`src/hw/noc_pkg.sv`:
```
package noc_pkg;

   ////////////////////////////////////////////////////////////
   // router shape and port numbering
   ////////////////////////////////////////////////////////////
   localparam int NUM_PORTS  = 5;
   // bit positions in every per-port vector
   localparam int PORT_LOCAL = 0;
   localparam int PORT_EAST  = 1;
   localparam int PORT_NORTH = 2;
   localparam int PORT_WEST  = 3;
   localparam int PORT_SOUTH = 4;

   // flit layout, dest x/y in low nibble, payload above
   localparam int COORD_W    = 2;
   localparam int FLIT_W     = 8;
   localparam int DEST_X_LSB = 0;
   localparam int DEST_Y_LSB = 2;

   // input buffering
   localparam int FIFO_DEPTH = 4;
   localparam int FIFO_PTR_W = $clog2(FIFO_DEPTH);

   // config bus
   localparam int CFG_ADDR_W = 2;
   localparam int CNT_W      = 8;

   typedef logic [FLIT_W-1:0]     flit_t;
   typedef logic [COORD_W-1:0]    coord_t;
   typedef logic [NUM_PORTS-1:0]  port_vec_t;
   typedef logic [CNT_W-1:0]      cnt_t;
   typedef logic [CFG_ADDR_W-1:0] cfg_addr_t;

   localparam cfg_addr_t ADDR_COORD      = 2'd0;
   localparam cfg_addr_t ADDR_DROP_CNT   = 2'd1;
   localparam cfg_addr_t ADDR_DROP_FLAGS = 2'd2;

endpackage
```
`src/hw/mesh_router.sv`:
```
`timescale 1ns/1ps

module mesh_router import noc_pkg::*; (
   input  logic       clk,
   input  logic       rst,
   // link side
   input  port_vec_t  in_valid,
   input  flit_t      in_flit [NUM_PORTS],
   output port_vec_t  out_valid,
   output flit_t      out_flit [NUM_PORTS],
   // config bus
   input  logic       cfg_we,
   input  cfg_addr_t  cfg_addr,
   input  logic [7:0] cfg_wdata,
   output logic [7:0] cfg_rdata
);

   // per input port
   flit_t     head_flit [NUM_PORTS];
   port_vec_t not_empty;
   port_vec_t drop;
   port_vec_t pop;
   port_vec_t route [NUM_PORTS];
   // per output port
   port_vec_t req   [NUM_PORTS];
   port_vec_t grant [NUM_PORTS];

   coord_t    node_x;
   coord_t    node_y;

   ////////////////////////////////////////////////////////////
   // config block
   ////////////////////////////////////////////////////////////
   node_cfg_regs u_cfg (
      .clk       (clk),
      .rst       (rst),
      .cfg_we    (cfg_we),
      .cfg_addr  (cfg_addr),
      .cfg_wdata (cfg_wdata),
      .drop      (drop),
      .node_x    (node_x),
      .node_y    (node_y),
      .cfg_rdata (cfg_rdata)
   );

   ////////////////////////////////////////////////////////////
   // input side, fifo then route
   ////////////////////////////////////////////////////////////
   for (genvar i = 0; i < NUM_PORTS; i++) begin : g_in
      flit_fifo u_fifo (
         .clk       (clk),
         .rst       (rst),
         .push      (in_valid[i]),
         .push_flit (in_flit[i]),
         .pop       (pop[i]),
         .head_flit (head_flit[i]),
         .not_empty (not_empty[i]),
         .drop      (drop[i])
      );

      route_compute u_route (
         .dest_flit (head_flit[i]),
         .node_x    (node_x),
         .node_y    (node_y),
         .route     (route[i])
      );
   end

   // req[p][i], input i wants output p
   // pop[i], any output granted input i
   always_comb begin
      pop = '0;
      for (int p = 0; p < NUM_PORTS; p++) begin
         for (int i = 0; i < NUM_PORTS; i++) begin
            req[p][i] = not_empty[i] & route[i][p];
         end
         pop = pop | grant[p];
      end
   end

   ////////////////////////////////////////////////////////////
   // output side, one arbiter per port
   ////////////////////////////////////////////////////////////
   for (genvar p = 0; p < NUM_PORTS; p++) begin : g_out
      out_arbiter u_arb (
         .clk       (clk),
         .rst       (rst),
         .req       (req[p]),
         .cand_flit (head_flit),
         .grant     (grant[p]),
         .out_valid (out_valid[p]),
         .out_flit  (out_flit[p])
      );
   end

endmodule

```
`src/hw/out_arbiter.sv`:
```
`timescale 1ns/1ps

module out_arbiter import noc_pkg::*; (
   input  logic      clk,
   input  logic      rst,
   input  port_vec_t req,
   input  flit_t     cand_flit [NUM_PORTS],
   output port_vec_t grant,
   output logic      out_valid,
   output flit_t     out_flit
);

   // one-hot, marks the port with highest priority
   port_vec_t                prio;
   logic [2*NUM_PORTS-1:0]   req_dbl;
   logic [2*NUM_PORTS-1:0]   gnt_dbl;
   flit_t                    sel_flit;

   ////////////////////////////////////////////////////////////
   // round robin grant
   ////////////////////////////////////////////////////////////
   // doubled request vector so the search wraps past the top port
   assign req_dbl = {req, req};
   // subtract borrows up to first requester at or above prio
   assign gnt_dbl = req_dbl & ~(req_dbl - {{NUM_PORTS{1'b0}}, prio});
   assign grant   = gnt_dbl[2*NUM_PORTS-1:NUM_PORTS] | gnt_dbl[NUM_PORTS-1:0];

   // pointer moves one past the winner
   always_ff @(posedge clk) begin
      if (rst) begin
         prio <= port_vec_t'(1);
      end else if (|grant) begin
         prio <= {grant[NUM_PORTS-2:0], grant[NUM_PORTS-1]};
      end
   end

   // and-or mux over the candidates
   always_comb begin
      sel_flit = '0;
      for (int i = 0; i < NUM_PORTS; i++) begin
         if (grant[i]) begin
            sel_flit = sel_flit | cand_flit[i];
         end
      end
   end

   ////////////////////////////////////////////////////////////
   // output register
   ////////////////////////////////////////////////////////////
   always_ff @(posedge clk) begin
      if (rst) begin
         out_valid <= 1'b0;
      end else begin
         out_valid <= |grant;
      end
   end

   // payload only, valid qualifies it
   always_ff @(posedge clk) begin
      out_flit <= sel_flit;
   end

endmodule

```
`src/hw/flit_fifo.sv`:
```
`timescale 1ns/1ps

module flit_fifo import noc_pkg::*; (
   input  logic  clk,
   input  logic  rst,
   input  logic  push,
   input  flit_t push_flit,
   input  logic  pop,
   output flit_t head_flit,
   output logic  not_empty,
   output logic  drop
);

   flit_t                 mem [FIFO_DEPTH];
   logic [FIFO_PTR_W-1:0] wr_ptr;
   logic [FIFO_PTR_W-1:0] rd_ptr;
   logic [FIFO_PTR_W:0]   count;
   logic                  full;
   logic                  do_push;
   logic                  do_pop;

   assign full      = (count == (FIFO_PTR_W+1)'(FIFO_DEPTH));
   assign not_empty = (count != '0);

   // a pop frees the slot on the same edge
   assign do_pop  = pop && not_empty;
   assign do_push = push && (!full || do_pop);
   // lost flit, counted in cfg block
   assign drop    = push && full && !do_pop;

   // combinational head read
   assign head_flit = mem[rd_ptr];

   // storage
   always_ff @(posedge clk) begin
      if (do_push) begin
         mem[wr_ptr] <= push_flit;
      end
   end

   ////////////////////////////////////////////////////////////
   // pointers and occupancy, wrap is natural at depth 4
   ////////////////////////////////////////////////////////////
   always_ff @(posedge clk) begin
      if (rst) begin
         wr_ptr <= '0;
         rd_ptr <= '0;
         count  <= '0;
      end else begin
         if (do_push) begin
            wr_ptr <= wr_ptr + 1'b1;
         end
         if (do_pop) begin
            rd_ptr <= rd_ptr + 1'b1;
         end
         count <= count + (FIFO_PTR_W+1)'(do_push) - (FIFO_PTR_W+1)'(do_pop);
      end
   end

endmodule

```
`src/hw/route_compute.sv`:
```
`timescale 1ns/1ps

module route_compute import noc_pkg::*; (
   input  flit_t     dest_flit,
   input  coord_t    node_x,
   input  coord_t    node_y,
   output port_vec_t route
);

   coord_t dest_x;
   coord_t dest_y;

   // destination fields from the low nibble
   assign dest_x = dest_flit[DEST_X_LSB +: COORD_W];
   assign dest_y = dest_flit[DEST_Y_LSB +: COORD_W];

   ////////////////////////////////////////////////////////////
   // dimension ordered xy, x first then y
   ////////////////////////////////////////////////////////////
   always_comb begin
      route = '0;
      if (dest_x > node_x) begin
         route[PORT_EAST] = 1'b1;
      end else if (dest_x < node_x) begin
         route[PORT_WEST] = 1'b1;
      end else if (dest_y > node_y) begin
         // y grows toward south
         route[PORT_SOUTH] = 1'b1;
      end else if (dest_y < node_y) begin
         route[PORT_NORTH] = 1'b1;
      end else begin
         // arrived, eject locally
         route[PORT_LOCAL] = 1'b1;
      end
   end

endmodule

```
`src/hw/node_cfg_regs.sv`:
```
`timescale 1ns/1ps

module node_cfg_regs import noc_pkg::*; (
   input  logic      clk,
   input  logic      rst,
   input  logic      cfg_we,
   input  cfg_addr_t cfg_addr,
   input  logic [7:0] cfg_wdata,
   input  port_vec_t drop,
   output coord_t    node_x,
   output coord_t    node_y,
   output logic [7:0] cfg_rdata
);

   cnt_t            drop_cnt;
   port_vec_t       drop_flags;
   logic [3:0]      drop_num;
   logic [CNT_W:0]  cnt_sum;

   // number of ports dropping this cycle
   function automatic logic [3:0] count_ones(port_vec_t v);
      logic [3:0] n;
      n = '0;
      for (int i = 0; i < NUM_PORTS; i++) begin
         n = n + 4'(v[i]);
      end
      return n;
   endfunction

   assign drop_num = count_ones(drop);
   // one spare bit to catch overflow
   assign cnt_sum  = {1'b0, drop_cnt} + (CNT_W+1)'(drop_num);

   always_ff @(posedge clk) begin
      if (rst) begin
         node_x     <= '0;
         node_y     <= '0;
         drop_cnt   <= '0;
         drop_flags <= '0;
      end else begin
         if (cfg_we && cfg_addr == ADDR_COORD) begin
            node_x <= cfg_wdata[COORD_W-1:0];
            node_y <= cfg_wdata[2*COORD_W-1:COORD_W];
         end
         // any write clears, drops landing on the same edge still count
         if (cfg_we && cfg_addr == ADDR_DROP_CNT) begin
            drop_cnt <= CNT_W'(drop_num);
         end else if (cnt_sum[CNT_W]) begin
            drop_cnt <= '1;
         end else begin
            drop_cnt <= cnt_sum[CNT_W-1:0];
         end
         // write one to clear, new drop wins
         if (cfg_we && cfg_addr == ADDR_DROP_FLAGS) begin
            drop_flags <= (drop_flags & ~cfg_wdata[NUM_PORTS-1:0]) | drop;
         end else begin
            drop_flags <= drop_flags | drop;
         end
      end
   end

   // read mux, unmapped address reads zero
   always_comb begin
      case (cfg_addr)
         ADDR_COORD:      cfg_rdata = {{(8-2*COORD_W){1'b0}}, node_y, node_x};
         ADDR_DROP_CNT:   cfg_rdata = drop_cnt;
         ADDR_DROP_FLAGS: cfg_rdata = {{(8-NUM_PORTS){1'b0}}, drop_flags};
         default:         cfg_rdata = '0;
      endcase
   end

endmodule

```
`config.mk`:
```
export PLATFORM = sky130hd
export DESIGN_NAME = mesh_router
export DESIGN_NICKNAME = d
export VERILOG_FILES = /design/src/hw/noc_pkg.sv /design/src/hw/mesh_router.sv /design/src/hw/out_arbiter.sv /design/src/hw/flit_fifo.sv /design/src/hw/route_compute.sv /design/src/hw/node_cfg_regs.sv
export SDC_FILE = /design/constraint.sdc
export NUM_CORES = 1
export LEC_CHECK = 0
export ABC_AREA = 1
export ABC_CLOCK_PERIOD_IN_PS = 11100
export BUFFER_PORTS_ARGS = -buffer_cell sky130_fd_sc_hd__buf_2
export CAP_MARGIN = 5
export CORE_ASPECT_RATIO = 1.75
export CORE_MARGIN = 1.5
export CORE_UTILIZATION = 55
export CTS_CLUSTER_SIZE = 12
export DETAILED_ROUTE_END_ITERATION = 8
export GPL_ROUTABILITY_DRIVEN = 0
export MAX_ROUTING_LAYER = met4
export PLACE_DENSITY_LB_ADDON = 0.12
export SLEW_MARGIN = 20
export SYNTH_ARGS = -nofsm -noshare
export SYNTH_HDL_FRONTEND = slang
export SYNTH_SLANG_ARGS = --single-unit
```
`constraint.sdc`:
```
create_clock -name clk -period 11.1 [get_ports clk]
set_input_delay 1.11 -clock clk [delete_from_list [all_inputs] [get_ports clk]]
set_output_delay 1.11 -clock clk [all_outputs]
set_load 0.02 [all_outputs]
```
==> flow_summary.json, run 1 <==
{
  "status": "complete, but fails checks",
  "finalHoldViolCount": 0,
  "end_kind": "flop",
  "worstSkewPairLatency_ns": 0.56,
  "ys_ff_latch": 292,
  "relSlewSlack_pct": 31.5,
  "grt_pass1_wl_um": 59200,
  "postSynthCellCount": 1591,
  "cap_violations": 0,
  "crit_type": "reg2reg",
  "antenna_found_initial": 0,
  "r2r_end": "u_cfg.drop_cnt[6]",
  "slew_violations": 0,
  "synthTopCellsByArea": "edfxtp_1 33%, dfxtp_1 18%, nand2_1 7.0%",
  "cp_slowest_stage_delay_ns": 0.68,
  "cp_data_arrival_time_ns": 8.09,
  "area_growth_pct": 11.3,
  "synthFlopType": "edfxtp_1",
  "post_drt_wl_per_cell_um": 18.4,
  "clkTransAtPathRegs_ns": 0.06,
  "hold_end": "g_in[0].u_fifo.count[2]",
  "min_period_over_period_pct": 68.9,
  "ant_nets": 0,
  "violations": "design-rule violations",
  "dp_hpwl_um": 28500,
  "viasPerCell": 5.70,
  "synth.cell_area_mm2": 0.0146,
  "post_cts_buffers": 0,
  "synth_warnings": 0,
  "synth_most_common_cell": "nand2_1",
  "worstMarginPinSlew_ns": 1.03,
  "setup_tns_ns": 0,
  "final-setup-viol-count": 0,
  "cp.required_ns": 11.55,
  "cts_hold_repair.buffers": 0,
  "io_buffers": 107,
  "die_area_mm2": 0.0275,
  "numClockSinks": 292,
  "layout-drive-gt1-share_pct": 13.8,
  "post_cts_resized": 0,
  "hp-class": "reg2reg",
  "async_flop_share_pct": 0,
  "min_period_ns": 7.65,
  "numCtsBuffers": 28,
  "critPathMaxFanout": 17,
  "synth_top_area_share_pct": 33.0,
  "initial_core_util_pct": 56.1,
  "floorplan.rows": 78,
  "io_pins": 111,
  "critPathLaunchType": "flop",
  "synth.distinct_cells": 54,
  "synthTopCellsByCount": "271 x nand2_1, 232 x inv_1, 160 x edfxtp_1",
  "die-height_um": 218,
  "hp-start": "g_in[0].u_fifo.count[2]",
  "cts_root_buf": "clkbuf_16",
  "cts_buffer_depth": 3,
  "routed-via-count": 11600,
  "hold_depth": 1,
  "cts_tree": "done",
  "r2r_slack_ns": 3.45,
  "wl_um": 37500,
  "ctsHtreeMaxLevel": 1,
  "drt_iter0_drc": 763,
  "coreArea_mm2": 0.0260,
  "synth_edf_count": 160,
  "syn_area_per_cell_um2": 9.16,
  "synth_fp_nets": 1737,
  "grt_pass1_vias": 11600,
  "yosysTopAreaCell": "edfxtp_1",
  "slowest_stage": "o22ai_1",
  "globalRouteOverflowTotal": 0,
  "drc": 10,
  "max_clock_freq_mhz": 131,
  "grt_max_degree": 44,
  "fin_nets": 1845,
  "dr.pass1.iters": 7,
  "antenna_cells": 0,
  "r2r_cells": 33,
  "grt_util_all_layers_pct": 28.5,
  "worst_clock_skew_ns": 0.0133,
  "ys_seq_area_share_pct": 51.1,
  "path_common_cell": "inv_1",
  "die_w_um": 126,
  "rsz0062_at_grt": "no"
}
## critical path, delay by kind of cell, from the launching register on
kind / cells / cell delay, ns
xor+xnor: 1 / 0.16
buf+inv: 10 / 1.40
compound gates: 6 / 1.56
fa+ha+maj: 7 / 2.62
flops: 1 / 0.48
simple gates: 9 / 1.31
## state kept, by name, indices dropped and copies added, names as in the netlist, named ones only
name / flops
g_in.u_fifo.mem: 160
g_out.u_arb.out_flit: 40
g_out.u_arb.prio: 25
g_in.u_fifo.count: 15
g_in.u_fifo.rd_ptr: 10
g_in.u_fifo.wr_ptr: 10
u_cfg.drop_cnt: 8
g_out.u_arb.out_valid: 5
u_cfg.drop_flags: 5
u_cfg.node_x: 2
u_cfg.node_y: 2
## how the worst max path moves through the flow
stage / cells after the start / end / start
2_1_floorplan: 34 / u_cfg.drop_cnt[6] / flop
3_3_place_gp: 33 / u_cfg.drop_cnt[0] / flop
3_5_place_dp: 33 / u_cfg.drop_cnt[0] / flop
4_1_cts: 33 / u_cfg.drop_cnt[6] / flop
5_1_grt: 33 / u_cfg.drop_cnt[0] / flop
6_report: 33 / u_cfg.drop_cnt[6] / flop
## layout by cell type, fill, tap and decap left out, types with 11 or more instances in the layout
master	count
fa_1	13
o221ai_1	16
dfxtp_1	132
a32oi_1	22
inv_1	232
nand2_2	18
a21oi_1	107
nand4_1	15
o22ai_1	34
nand3_1	58
edfxtp_1	160
clkbuf_1	19
nor3_1	11
nor2_2	17
o21ai_0	82
ha_1	75
buf_2	107
clkbuf_16	28
a22oi_1	14
nor2_1	157
nand2_1	271
## layer usage
metal / routed length (um) / GRT usage (%) / share of wire, % / vias up
li1: - / - / - / 5599
met1: 13500 / 29.3 / 36 / 5467
met2: 19700 / 52.2 / 53 / 442
met3: 2200 / 3.92 / 5.9 / 134
met4: 2020 / 15.4 / 5.4 / 0
met5: 0 / - / 0 / -
## logic make-up after synthesis
kind of cell             share of synthesized area (%)
buffers and inverters                             7.41
XOR/XNOR                                         0.902
AND/OR/NAND/NOR                                   18.2
flip-flops                                        51.1
AO/OA/AOI/OAI                                     14.2
adder cells (fa/ha/maj)                           8.23
## stage by stage
| step | util (%) | std cells | worst slack [ns] | area (um2) | hold WS, ns |
|---|---|---|---|---|---|
| floorplan | - | 1591 | 5.10 | 14600 | 0.422 |
| global placement | 59.3 | 1989 | 3.68 | 15400 | 0.438 |
| detailed placement | 59.3 | 1989 | 3.62 | 15400 | 0.442 |
| CTS | 62.5 | 2041 | 3.54 | 16200 | 0.451 |
| global route | 62.5 | 2041 | 2.91 | 16200 | 0.464 |
| finish | 62.5 | 2041 | 3.45 | 16200 | 0.453 |
## final cells by class
| type | count | area [um2] |
|---|---|---|
| clock inverters | 2 | 35.0 |
| inverters | 245 | 920 |
| flip-flops and latches | 292 | 7450 |
| fillers | 2241 | 9740 |
| repair buffers | 112 | 573 |
| clock buffers | 50 | 805 |
| multi-input cells | 1020 | 6040 |
| well taps | 320 | 400 |
Power of run 1 is not shown: default switching activity piles up to over one toggle a cycle in this logic, so the estimate is an artifact.
==> run 2: changes to the inputs <==
- ABC_CLOCK_PERIOD_IN_PS: 11100 -> 7350
- clock period: 11.1 -> 7.35 ns (I/O delays scaled with it)
==> run 2 against run 1 <==
  * Register-to-register slack worse by 2.9 ns
  * Clock skew up 0.0083 ns
  * Sequential share of layout area down 0.99 points
  * The flow still finishes with violations (design-rule violations)
==> flow_summary.json, run 2 (synthesized netlist as in run 1, its figures left out) <==
{
  "status": "complete, but fails checks",
  "violations": "design-rule violations",
  "drt_iter0_drc": 815,
  "cts_hold_repair.buffers": 0,
  "cts_buffer_depth": 3,
  "final_common_cell": "nand2_1",
  "globalRouteOverflowTotal": 0,
  "layout-drive-gt1-share_pct": 16.0,
  "met3_usage_pct": 3.18,
  "hold_slack_ns": 0.374,
  "cts_tree": "done",
  "area_growth_pct": 13.8,
  "grt_pass1_wl_um": 58800,
  "floorplan.rows": 78,
  "finalHoldViolCount": 0,
  "coreArea_mm2": 0.0260,
  "r2r_cells": 32,
  "post_drt_wl_per_cell_um": 18.4,
  "worst_clock_skew_ns": 0.0216,
  "grt_max_degree": 44,
  "critPathLaunchType": "flop",
  "numCtsBuffers": 29,
  "dp_hpwl_um": 29500,
  "final_util_pct": 63.9,
  "viasPerCell": 5.65,
  "drc": 9,
  "initial_core_util_pct": 56.1,
  "cap_violations": 0,
  "min_period_over_period_pct": 92.9,
  "largest_register_ffs": 160,
  "clkTransAtPathRegs_ns": 0.06,
  "die_area_mm2": 0.0275,
  "r2r_end": "u_cfg.drop_cnt[6]",
  "top_regs": "g_in.u_fifo.mem (160), g_out.u_arb.out_flit (40), g_out.u_arb.prio (25)",
  "path_common_cell": "inv_1",
  "cp_data_arrival_time_ns": 7.28,
  "slew_violations": 0,
  "io_buffers": 107,
  "grt_util_all_layers_pct": 28.5,
  "worstMarginPinSlew_ns": 0.866,
  "setup_tns_ns": 0,
  "slowest_stage": "fa_1",
  "grtUsageMet1_pct": 29.3,
  "final-setup-viol-count": 0,
  "critPathMaxFanout": 14,
  "post_cts_resized": 0,
  "wl_um": 38200,
  "ctsHtreeMaxLevel": 1,
  "worstSkewPairLatency_ns": 0.57,
  "numClockSinks": 292,
  "routed-via-count": 11700,
  "end_kind": "flop",
  "fin_nets": 1877,
  "dr.pass1.iters": 9,
  "max_clock_freq_mhz": 146,
  "crit_type": "reg2reg",
  "antenna_cells": 0,
  "mostFrequentLayoutCells": "271 x nand2_1, 231 x inv_1, 160 x edfxtp_1, 157 x nor2_1, 130 x dfxtp_1",
  "io_pins": 111,
  "cp_slowest_stage_delay_ns": 0.54,
  "die-height_um": 218,
  "grt-busiest-layer": "met2",
  "min_period_ns": 6.83,
  "post_cts_buffers": 0,
  "r2r_slack_ns": 0.52,
  "use_met2_pct": 53.2,
  "rsz0062_at_grt": "no",
  "ant_nets": 0,
  "endpoint": "u_cfg.drop_cnt[6]",
  "cts_root_buf": "clkbuf_16",
  "hp-class": "in2reg",
  "max_flop_register": "g_in.u_fifo.mem",
  "grt_pass1_vias": 11300,
  "relSlewSlack_pct": 42.1,
  "die_w_um": 126,
  "cp.required_ns": 7.80,
  "antenna_found_initial": 0
}
[run 2: cell types whose count changed in the layout (fill, tap and decap cells not counted), sizes merged]
cell and change:
clkinvlp +2, buf +31, clkinv -2, bufinv +1, clkbuf +1
[run 2: worst min path at each step]
stage                       startpoint                  endpoint  slack [ns]  cells after the start
2_1_floorplan  g_in[0].u_fifo.count[2]   g_in[0].u_fifo.count[2]        0.42                      1
3_3_place_gp   g_in[1].u_fifo.count[2]   g_in[1].u_fifo.count[2]        0.44                      1
3_5_place_dp   g_in[0].u_fifo.count[2]   g_in[0].u_fifo.count[2]        0.45                      1
4_1_cts                    in_flit[27]  g_in[1].u_fifo.mem[3][3]        0.35                      1
5_1_grt                    in_flit[21]  g_in[2].u_fifo.mem[3][5]        0.36                      1
6_report                   in_flit[27]  g_in[1].u_fifo.mem[3][3]        0.37                      1
[run 2: cell type report]
type / count / area [um2]
tap: 320 / 400
fill: 2227 / 9370
clock buffer: 51 / 850
inverter: 245 / 927
sequential: 292 / 7450
timing repair buffer: 143 / 806
clock inverter: 3 / 58.8
multi-input combinational: 1020 / 6090
[run 2: through the flow]
stage	instance area [um2]	std cells	setup WS, ns
4_1_cts	16500	2074	0.324
5_1_grt	16600	2074	0.0568
6_report	16600	2074	0.518
2_1_floorplan	14600	1591	1.35
3_5_place_dp	15600	2020	0.353
3_3_place_gp	15600	2020	0.586
[run 2: metal layers]
metal / vias to the layer above / wire length (um)
met5: - / 0
li1: 5666 / -
met2: 416 / 20200
met3: 134 / 2160
met1: 5494 / 13600
met4: 0 / 2310
[run 2: worst max-delay path: cells and delay by family, from the launching register on]
kind | cells | cell delay [ns]
buf+inv | 9 | 0.90
simple gates | 7 | 1.08
fa+ha+maj | 7 | 2.58
compound gates | 8 | 1.67
xor+xnor | 1 | 0.17
flops | 1 | 0.32
Power of run 2 is left out for the same reason.
